--- config.mk ---
export PLATFORM = sky130hd
export DESIGN_NAME = load_unit_top
export DESIGN_NICKNAME = d
export VERILOG_FILES = /design/src/load_isa_pkg.sv /design/src/load_unit_pkg.sv /design/src/load_stage_reg.sv /design/src/load_issue.sv /design/src/load_wb_master.sv /design/src/load_align.sv /design/src/load_unit_top.sv
export SDC_FILE = /design/constraint.sdc
export NUM_CORES = 1
export LEC_CHECK = 0
export BUFFER_PORTS_ARGS = -buffer_cell sky130_fd_sc_hd__buf_2
export CORE_MARGIN = 1
export CORE_UTILIZATION = 32
export CTS_CLUSTER_DIAMETER = 80
export DETAILED_ROUTE_END_ITERATION = 6
export PLACE_DENSITY = 0.58
export REMOVE_ABC_BUFFERS = 1
export SLEW_MARGIN = 20
export SYNTH_ARGS = -nofsm -noshare
export SYNTH_HDL_FRONTEND = slang
export SYNTH_SLANG_ARGS = --single-unit
--- constraint.sdc ---
create_clock -name clk_i -period 7.6 [get_ports clk_i]
set_input_delay 1.52 -clock clk_i [delete_from_list [all_inputs] [get_ports clk_i]]
set_output_delay 1.52 -clock clk_i [all_outputs]
set_load 0.02 [all_outputs]
--- src/load_isa_pkg.sv ---
// RV64 load ISA package with the data path widths, load operation encoding and size helpers
package load_isa_pkg;

    // --------------------
    // data path widths
    // --------------------

    // the integer register width of the RV64 core
    localparam int unsigned XLEN          = 64;
    localparam int unsigned XLEN_BYTES    = XLEN / 8;
    // byte position inside one data word
    localparam int unsigned OFFSET_W      = $clog2(XLEN_BYTES);
    // the store hazard check only looks at the offset inside a 4 KiB page
    localparam int unsigned PAGE_OFFSET_W = 12;

    // --------------------
    // load operations
    // --------------------

    // signed and unsigned variants for every size below a doubleword
    typedef enum logic [2:0] {
        LD_B  = 3'd0,
        LD_BU = 3'd1,
        LD_H  = 3'd2,
        LD_HU = 3'd3,
        LD_W  = 3'd4,
        LD_WU = 3'd5,
        LD_D  = 3'd6
    } ld_op_t;

    // byte lanes touched by an operation when the offset is zero
    function automatic logic [XLEN_BYTES-1:0] ld_lane_mask(ld_op_t op);
        case (op)
            LD_B, LD_BU: return 8'h01;
            LD_H, LD_HU: return 8'h03;
            LD_W, LD_WU: return 8'h0f;
            default:     return 8'hff;
        endcase
    endfunction

    // only the three sub-word signed loads replicate their top bit
    function automatic logic ld_is_signed(ld_op_t op);
        return op inside {LD_B, LD_H, LD_W};
    endfunction

endpackage

--- src/load_unit_pkg.sv ---
// Load unit package with the bus address configuration and the payloads between pipeline stages
package load_unit_pkg;

    import load_isa_pkg::*;

    // --------------------
    // configuration
    // --------------------

    // byte address width seen on the request port
    localparam int unsigned ADDR_W     = 32;
    // width of the tag that identifies a load in the scoreboard
    localparam int unsigned TRANS_ID_W = 3;
    // the bus addresses whole 64-bit words, so the byte offset bits are dropped
    localparam int unsigned WADDR_W    = ADDR_W - OFFSET_W;

    // --------------------
    // stage payloads
    // --------------------

    // issue to bus master, everything needed to run the bus cycle
    // and to realign the data afterwards
    typedef struct packed {
        logic [WADDR_W-1:0]    waddr;
        logic [XLEN_BYTES-1:0] sel;
        logic [OFFSET_W-1:0]   offset;
        ld_op_t                op;
        logic [TRANS_ID_W-1:0] trans_id;
    } mem_req_t;

    // bus master to align, the raw word plus what the extension step needs
    // the selects are no longer needed once the word is read
    typedef struct packed {
        logic [XLEN-1:0]       data;
        logic [OFFSET_W-1:0]   offset;
        ld_op_t                op;
        logic [TRANS_ID_W-1:0] trans_id;
    } mem_rsp_t;

endpackage

--- src/load_stage_reg.sv ---
// One-entry valid/ready pipeline register that carries an arbitrary payload type
`timescale 1ns/1ps

module load_stage_reg #(
    parameter type payload_t = logic
) (
    input  logic     clk_i,
    input  logic     rst_ni,
    // upstream side
    input  logic     in_valid_i,
    output logic     in_ready_o,
    input  payload_t in_data_i,
    // downstream side
    output logic     out_valid_o,
    input  logic     out_ready_i,
    output payload_t out_data_o
);

    logic     full_q;
    payload_t data_q;
    logic     push;

    // the entry can be refilled in the cycle it is drained, so a
    // back-to-back stream passes without bubbles
    assign in_ready_o = !full_q || out_ready_i;
    assign push       = in_valid_i && in_ready_o;

    // --------------------
    // full flag
    // --------------------

    always_ff @(posedge clk_i or negedge rst_ni) begin
        if (!rst_ni) begin
            full_q <= 1'b0;
        end else if (push) begin
            full_q <= 1'b1;
        end else if (out_ready_i) begin
            // output taken and nothing new arrived
            full_q <= 1'b0;
        end
    end

    // --------------------
    // payload
    // --------------------

    // only written on a transfer, the flag above says whether it is meaningful
    always_ff @(posedge clk_i) begin
        if (push) begin
            data_q <= in_data_i;
        end
    end

    assign out_valid_o = full_q;
    assign out_data_o  = data_q;

endmodule

--- src/load_issue.sv ---
// Load issue stage that stalls on a store page-offset match and forms word address and byte selects
`timescale 1ns/1ps

module load_issue import load_isa_pkg::*, load_unit_pkg::*; (
    // load request from the issue logic
    input  logic                     ld_valid_i,
    output logic                     ld_ready_o,
    input  ld_op_t                   ld_op_i,
    input  logic [ADDR_W-1:0]        ld_addr_i,
    input  logic [TRANS_ID_W-1:0]    ld_trans_id_i,
    // store hazard check
    output logic [PAGE_OFFSET_W-1:0] page_offset_o,
    input  logic                     page_offset_match_i,
    // towards the request stage register
    output logic                     req_valid_o,
    input  logic                     req_ready_i,
    output mem_req_t                 req_o
);

    logic [OFFSET_W-1:0] offset;
    logic                hazard;

    // --------------------
    // store hazard
    // --------------------

    // the store side compares only the page offset, so the load waits
    // whenever any pending store might alias it
    assign page_offset_o = ld_addr_i[PAGE_OFFSET_W-1:0];
    assign hazard        = page_offset_match_i;

    // both directions are gated so no transfer can slip through while the
    // match is high, whatever the downstream register is doing
    assign req_valid_o = ld_valid_i && !hazard;
    assign ld_ready_o  = req_ready_i && !hazard;

    // --------------------
    // address split
    // --------------------

    assign offset = ld_addr_i[OFFSET_W-1:0];

    always_comb begin
        // the bus sees only whole words
        req_o.waddr    = ld_addr_i[ADDR_W-1:OFFSET_W];
        // 1, 2, 4 or 8 lanes starting at the byte offset
        // loads are naturally aligned, so the mask never runs off the top lane
        req_o.sel      = ld_lane_mask(ld_op_i) << offset;
        // keep the offset for the realign step after the read
        req_o.offset   = offset;
        req_o.op       = ld_op_i;
        req_o.trans_id = ld_trans_id_i;
    end

endmodule

--- src/load_wb_master.sv ---
// Wishbone classic read master that runs one bus cycle per load and forwards the read word
`timescale 1ns/1ps

module load_wb_master import load_isa_pkg::*, load_unit_pkg::*; (
    input  logic                  clk_i,
    input  logic                  rst_ni,
    // request from the request stage register
    input  logic                  req_valid_i,
    output logic                  req_ready_o,
    input  mem_req_t              req_i,
    // Wishbone classic read port
    output logic                  wb_cyc_o,
    output logic                  wb_stb_o,
    output logic [WADDR_W-1:0]    wb_adr_o,
    output logic [XLEN_BYTES-1:0] wb_sel_o,
    input  logic [XLEN-1:0]       wb_dat_i,
    input  logic                  wb_ack_i,
    // response towards the response stage register
    output logic                  rsp_valid_o,
    input  logic                  rsp_ready_i,
    output mem_rsp_t              rsp_o
);

    typedef enum logic {
        IDLE,
        BUS_ACTIVE
    } state_t;

    state_t state_q, state_d;
    // set for one cycle after an ack so cyc and stb stay low in between cycles
    logic   gap_q;
    logic   start;
    logic   done;

    // a cycle only starts when the response register can take the word, once
    // started that register stays free because nothing else writes it
    assign start = (state_q == IDLE) && !gap_q && req_valid_i && rsp_ready_i;

    // stb goes high in the same cycle the request shows up
    assign wb_stb_o = start || (state_q == BUS_ACTIVE);
    assign wb_cyc_o = wb_stb_o;
    assign done     = wb_stb_o && wb_ack_i;

    // address and selects come straight from the held request, which the
    // stage register keeps stable until it is popped on ack
    assign wb_adr_o = req_i.waddr;
    assign wb_sel_o = req_i.sel;

    // --------------------
    // completion
    // --------------------

    // pop the request and push the response on the ack edge
    assign req_ready_o    = done;
    assign rsp_valid_o    = done;
    assign rsp_o.data     = wb_dat_i;
    assign rsp_o.offset   = req_i.offset;
    assign rsp_o.op       = req_i.op;
    assign rsp_o.trans_id = req_i.trans_id;

    always_comb begin
        state_d = state_q;
        case (state_q)
            IDLE: begin
                // with zero wait states the cycle ends right where it begins
                if (start && !wb_ack_i) begin
                    state_d = BUS_ACTIVE;
                end
            end
            BUS_ACTIVE: begin
                if (wb_ack_i) begin
                    state_d = IDLE;
                end
            end
            default: state_d = IDLE;
        endcase
    end

    always_ff @(posedge clk_i or negedge rst_ni) begin
        if (!rst_ni) begin
            state_q <= IDLE;
            gap_q   <= 1'b0;
        end else begin
            state_q <= state_d;
            gap_q   <= done;
        end
    end

endmodule

--- src/load_align.sv ---
// Load align stage that shifts and extends the read word and holds the result for the consumer
`timescale 1ns/1ps

module load_align import load_isa_pkg::*, load_unit_pkg::*; (
    input  logic                  clk_i,
    input  logic                  rst_ni,
    // response from the response stage register
    input  logic                  rsp_valid_i,
    output logic                  rsp_ready_o,
    input  mem_rsp_t              rsp_i,
    // result towards writeback
    output logic                  res_valid_o,
    input  logic                  res_ready_i,
    output logic [TRANS_ID_W-1:0] res_trans_id_o,
    output logic [XLEN-1:0]       res_data_o
);

    logic [XLEN-1:0]       shifted;
    logic [XLEN-1:0]       extended;
    logic                  sign_bit;
    logic                  res_valid_q;
    logic [XLEN-1:0]       res_data_q;
    logic [TRANS_ID_W-1:0] res_trans_id_q;
    logic                  take;

    // --------------------
    // realign and extend
    // --------------------

    // move the addressed bytes down to lane zero
    assign shifted = rsp_i.data >> {rsp_i.offset, 3'b000};

    // the sign comes from the top bit of the loaded field after the shift
    // and is forced to zero for the unsigned variants
    always_comb begin
        sign_bit = 1'b0;
        extended = shifted;
        case (rsp_i.op)
            LD_B, LD_BU: begin
                sign_bit = ld_is_signed(rsp_i.op) && shifted[7];
                extended = {{(XLEN - 8){sign_bit}}, shifted[7:0]};
            end
            LD_H, LD_HU: begin
                sign_bit = ld_is_signed(rsp_i.op) && shifted[15];
                extended = {{(XLEN - 16){sign_bit}}, shifted[15:0]};
            end
            LD_W, LD_WU: begin
                sign_bit = ld_is_signed(rsp_i.op) && shifted[31];
                extended = {{(XLEN - 32){sign_bit}}, shifted[31:0]};
            end
            // a doubleword is the whole word, offset is always zero here
            default: extended = shifted;
        endcase
    end

    // --------------------
    // result register
    // --------------------

    // a new result may replace one that is taken in the same cycle
    assign rsp_ready_o = !res_valid_q || res_ready_i;
    assign take        = rsp_valid_i && rsp_ready_o;

    always_ff @(posedge clk_i or negedge rst_ni) begin
        if (!rst_ni) begin
            res_valid_q <= 1'b0;
        end else if (take) begin
            res_valid_q <= 1'b1;
        end else if (res_ready_i) begin
            res_valid_q <= 1'b0;
        end
    end

    // held unchanged while the consumer stalls
    always_ff @(posedge clk_i) begin
        if (take) begin
            res_data_q     <= extended;
            res_trans_id_q <= rsp_i.trans_id;
        end
    end

    assign res_valid_o    = res_valid_q;
    assign res_data_o     = res_data_q;
    assign res_trans_id_o = res_trans_id_q;

endmodule

--- src/load_unit_top.sv ---
// Load unit top level that chains issue, request register, Wishbone master, response register and align
`timescale 1ns/1ps

module load_unit_top import load_isa_pkg::*, load_unit_pkg::*; (
    input  logic                     clk_i,
    input  logic                     rst_ni,
    // load request
    input  logic                     ld_valid_i,
    output logic                     ld_ready_o,
    input  ld_op_t                   ld_op_i,
    input  logic [ADDR_W-1:0]        ld_addr_i,
    input  logic [TRANS_ID_W-1:0]    ld_trans_id_i,
    // store hazard check
    output logic [PAGE_OFFSET_W-1:0] page_offset_o,
    input  logic                     page_offset_match_i,
    // Wishbone classic read port
    output logic                     wb_cyc_o,
    output logic                     wb_stb_o,
    output logic [WADDR_W-1:0]       wb_adr_o,
    output logic [XLEN_BYTES-1:0]    wb_sel_o,
    input  logic [XLEN-1:0]          wb_dat_i,
    input  logic                     wb_ack_i,
    // result
    output logic                     res_valid_o,
    input  logic                     res_ready_i,
    output logic [TRANS_ID_W-1:0]    res_trans_id_o,
    output logic [XLEN-1:0]          res_data_o
);

    // issue to request register
    logic     iss_valid, iss_ready;
    mem_req_t iss_req;
    // request register to bus master
    logic     req_valid, req_ready;
    mem_req_t req;
    // bus master to response register
    logic     bus_valid, bus_ready;
    mem_rsp_t bus_rsp;
    // response register to align
    logic     rsp_valid, rsp_ready;
    mem_rsp_t rsp;

    load_issue u_issue (
        .ld_valid_i, .ld_ready_o, .ld_op_i, .ld_addr_i, .ld_trans_id_i,
        .page_offset_o, .page_offset_match_i,
        .req_valid_o (iss_valid), .req_ready_i (iss_ready), .req_o (iss_req)
    );

    load_stage_reg #(.payload_t(mem_req_t)) u_req_reg (
        .clk_i, .rst_ni,
        .in_valid_i  (iss_valid), .in_ready_o  (iss_ready), .in_data_i  (iss_req),
        .out_valid_o (req_valid), .out_ready_i (req_ready), .out_data_o (req)
    );

    load_wb_master u_wb_master (
        .clk_i, .rst_ni,
        .req_valid_i (req_valid), .req_ready_o (req_ready), .req_i (req),
        .wb_cyc_o, .wb_stb_o, .wb_adr_o, .wb_sel_o, .wb_dat_i, .wb_ack_i,
        .rsp_valid_o (bus_valid), .rsp_ready_i (bus_ready), .rsp_o (bus_rsp)
    );

    load_stage_reg #(.payload_t(mem_rsp_t)) u_rsp_reg (
        .clk_i, .rst_ni,
        .in_valid_i  (bus_valid), .in_ready_o  (bus_ready), .in_data_i  (bus_rsp),
        .out_valid_o (rsp_valid), .out_ready_i (rsp_ready), .out_data_o (rsp)
    );

    load_align u_align (
        .clk_i, .rst_ni,
        .rsp_valid_i (rsp_valid), .rsp_ready_o (rsp_ready), .rsp_i (rsp),
        .res_valid_o, .res_ready_i, .res_trans_id_o, .res_data_o
    );

endmodule

==> metrics <==
Post-route DRC 0; Max-Cap Viols 0; cell-internal power 2.13 mW; register bit count reported by yosys 191; setup TNS 0 ns; top cells by count, synth edfxtp_1 (186), mux2i_1 (42), nand2_1 (40), mux4_2 (29), nand4_1 (25); Synth area leader edfxtp_1; Worst Hold End u_rsp_reg.out_data_o[0]; main flop type after synthesis edfxtp_1; GR peak layer met2; Worst-path clk slew 0.08 ns; clock share of power 27.9%; TritonCTS clock tree built; most used cell, CP buf_2; area of the multi-input gates 2260 um2; share of cells above drive strength 1 43.6%; pin count of the biggest net entering global routing 74; die height 163 um; # IOs 228; global-route track usage on met2 27.0%; endpoints failing hold 0; via density per instance 4.88; initial antenna violation count 1; first-pass GRT wire length 31.0 mm; CP Cell Sequence buf_2, nand3b_1, a31oi_1, nand2b_1, a21oi_1, buf_2; synthesized area 8320 um2; Leak 3.99 nW; R2R depth 7; Tightest Hold Check Type reg2reg; Syn Area/Cell 16.5 um2; setup bufs post-CTS 0; routing usage on met1 19.7%; Nets 819; global route overflow 0; vias in the first global route 5,251; critical path type in2out; ranking of synthesized cells by area edfxtp_1 (67%), mux4_2 (7.9%), mux2i_1 (5.1%); Sequential Area 5710 um2; max-slew violation count 0; Place WS 3.34 ns; detailed-route via count 5,142; GR Util met3 5.41%; fill count 2,381; outcome complete, no violations; number of enable flip-flop cells after synthesis 186; Final Power 3.13 mW; CTS Buf Count 17; area delta synth->final 22.8%; area share of the largest cell type after synthesis 67.2%; Synth async-reset ratio 2.62%; final setup fails 0; Synth warnings 0; slowest cell on the critical path nand2b_1; FF-to-FF setup slack 4.69 ns; drt pass-1 iters 4; H-tree depth 4; crit path max fanout 6; post_cts resized 0; RSZ-0062 raised after global routing no; Total Routing Usage GR 16.2%; GPL Wtd Cong 0.812; post-layout util 40.3%; CTS Hold Bufs 0; worst vdd ir 0.000200 V; Max Freq 235 MHz; Slew headroom 27.0%; die area 26,600 um2; Die Wd 163 um; Reg-to-Reg Start u_rsp_reg.out_data_o[6]; min-delay src u_req_reg.out_data_o[0]; Final Instance Count excl. Fillers 1,054; Port Buffer Count 227; sequential share of power 47.9%; count leader, synth edfxtp_1; root buffer cell clkbuf_16; final worst slack 3.34 ns; DP Cell Count 1,022; Routed Antenna Nets 0; Final period util 56.0%; Core ar. 25,300 um2; final worst path period need 4.26 ns; reg2reg end u_align.res_data_o[19]; Switching Share 31.9%; diode count 0; Starting Density 32.8%; power per standard cell area 307 nW/um2; switching power 0.998 mW; DP HPWL 13.9 mm; CP arrival 2.74 ns; Synth cell types 39; hold path depth 0; num rows 58; Clock Skew 0.0101 ns; Seq/Total Area, Yosys 68.7%; 1st-iter DRT viols 272; drt total wl 20.8 mm; clk sinks 191; Cells after Synth 505; clock buffer depth 2; combinational power share 24.3%; Clk Latency, worst-skew pair 0.43 ns; Crit path required time 6.08 ns; CP Capture Type primary output; Wirelength per Cell 19.7 um; Worst setup SP type input pin; Slew @ Worst Pin 1.09 ns; CP peak stage delay 0.35 ns
[metrics by stage]
step	cell area, um2	hold slack (ns)
after floorplan	7970	0.400
after global placement	9630	0.402
after detailed placement	9630	0.406
after CTS	10200	0.425
after global routing	10200	0.434
final	10200	0.423
[worst max-delay path by stage]
| stage | endpoint | cells past startpoint | start | slack [ns] |
|---|---|---|---|---|
| floorplan | u_rsp_reg.out_data_o[0] | 4 | res_ready_i | 1.87 |
| global placement | ld_ready_o | 6 | res_ready_i | 3.37 |
| detailed placement | ld_ready_o | 6 | res_ready_i | 3.34 |
| CTS | ld_ready_o | 6 | res_ready_i | 3.33 |
| global route | ld_ready_o | 6 | res_ready_i | 3.24 |
| finish | ld_ready_o | 6 | res_ready_i | 3.34 |
[worst max-delay path, delay by kind of cell]
family	cells	cell delay, ns
AOI/OAI and AO/OA	2	0.41
and+or+nand+nor	2	0.54
buffers and inverters	2	0.27
[routing by layer]
metal / vias up / share of wire, %
met5: - / 0
met4: 0 / 0.85
met3: 11 / 8.7
met2: 237 / 49
met1: 2471 / 41
li1: 2423 / -
[sequential cells by signal (all words and copies together), names as in the netlist]
| signal | flops |
|---|---|
| u_req_reg.out_data_o | 46 |
| u_align.res_trans_id_o | 3 |
| u_req_reg.out_valid_o | 1 |
| u_align.res_valid_o | 1 |
| u_align.res_data_o | 64 |
| u_wb_master.state_q | 1 |
| u_rsp_reg.out_data_o | 73 |
| u_rsp_reg.out_valid_o | 1 |
| u_wb_master.gap_q | 1 |
[cell families (layout without fill, tap and decap cells)]
family,Yosys count,count (layout),synth area share (%)
buf+inv,58,277,4.45
mux,79,79,14.0
simple gates,112,112,6.97
flops,191,191,68.7
compound gates,65,65,5.93
[cell usage in the layout (no fill, tap or decap), types with 8 or more instances in the layout]
| master | count |
|---|---|
| buf_2 | 227 |
| a22oi_1 | 9 |
| o21ai_1 | 8 |
| edfxtp_1 | 186 |
| nand2_1 | 40 |
| a21oi_1 | 8 |
| mux2_2 | 8 |
| nand3_1 | 9 |
| o2111ai_1 | 16 |
| mux4_2 | 29 |
| buf_4 | 12 |
| clkbuf_16 | 17 |
| nand4_1 | 25 |
| mux2i_1 | 42 |
[power groups by stage]
| stage | sequential, mW | combinational, mW | clock, mW |
|---|---|---|---|
| after floorplan | 1.69 | 0.333 | 0 |
| after global placement | 1.52 | 0.768 | 0 |
| after detailed placement | 1.53 | 0.772 | 0 |
| after CTS | 1.50 | 0.774 | 0.901 |
| after global routing | 1.52 | 0.824 | 0.948 |
| final | 1.50 | 0.760 | 0.872 |
[layout make-up]
class / count / area share [%]
flip-flops and latches: 191 / 55.9
well taps: 330 / 4.04
repair buffers: 239 / 12.0
inverters: 6 / 0.221
clock inverters: 14 / 1.45
clock buffers: 18 / 4.20
multi-input cells: 256 / 22.2
(Power assumes the default switching activity.)
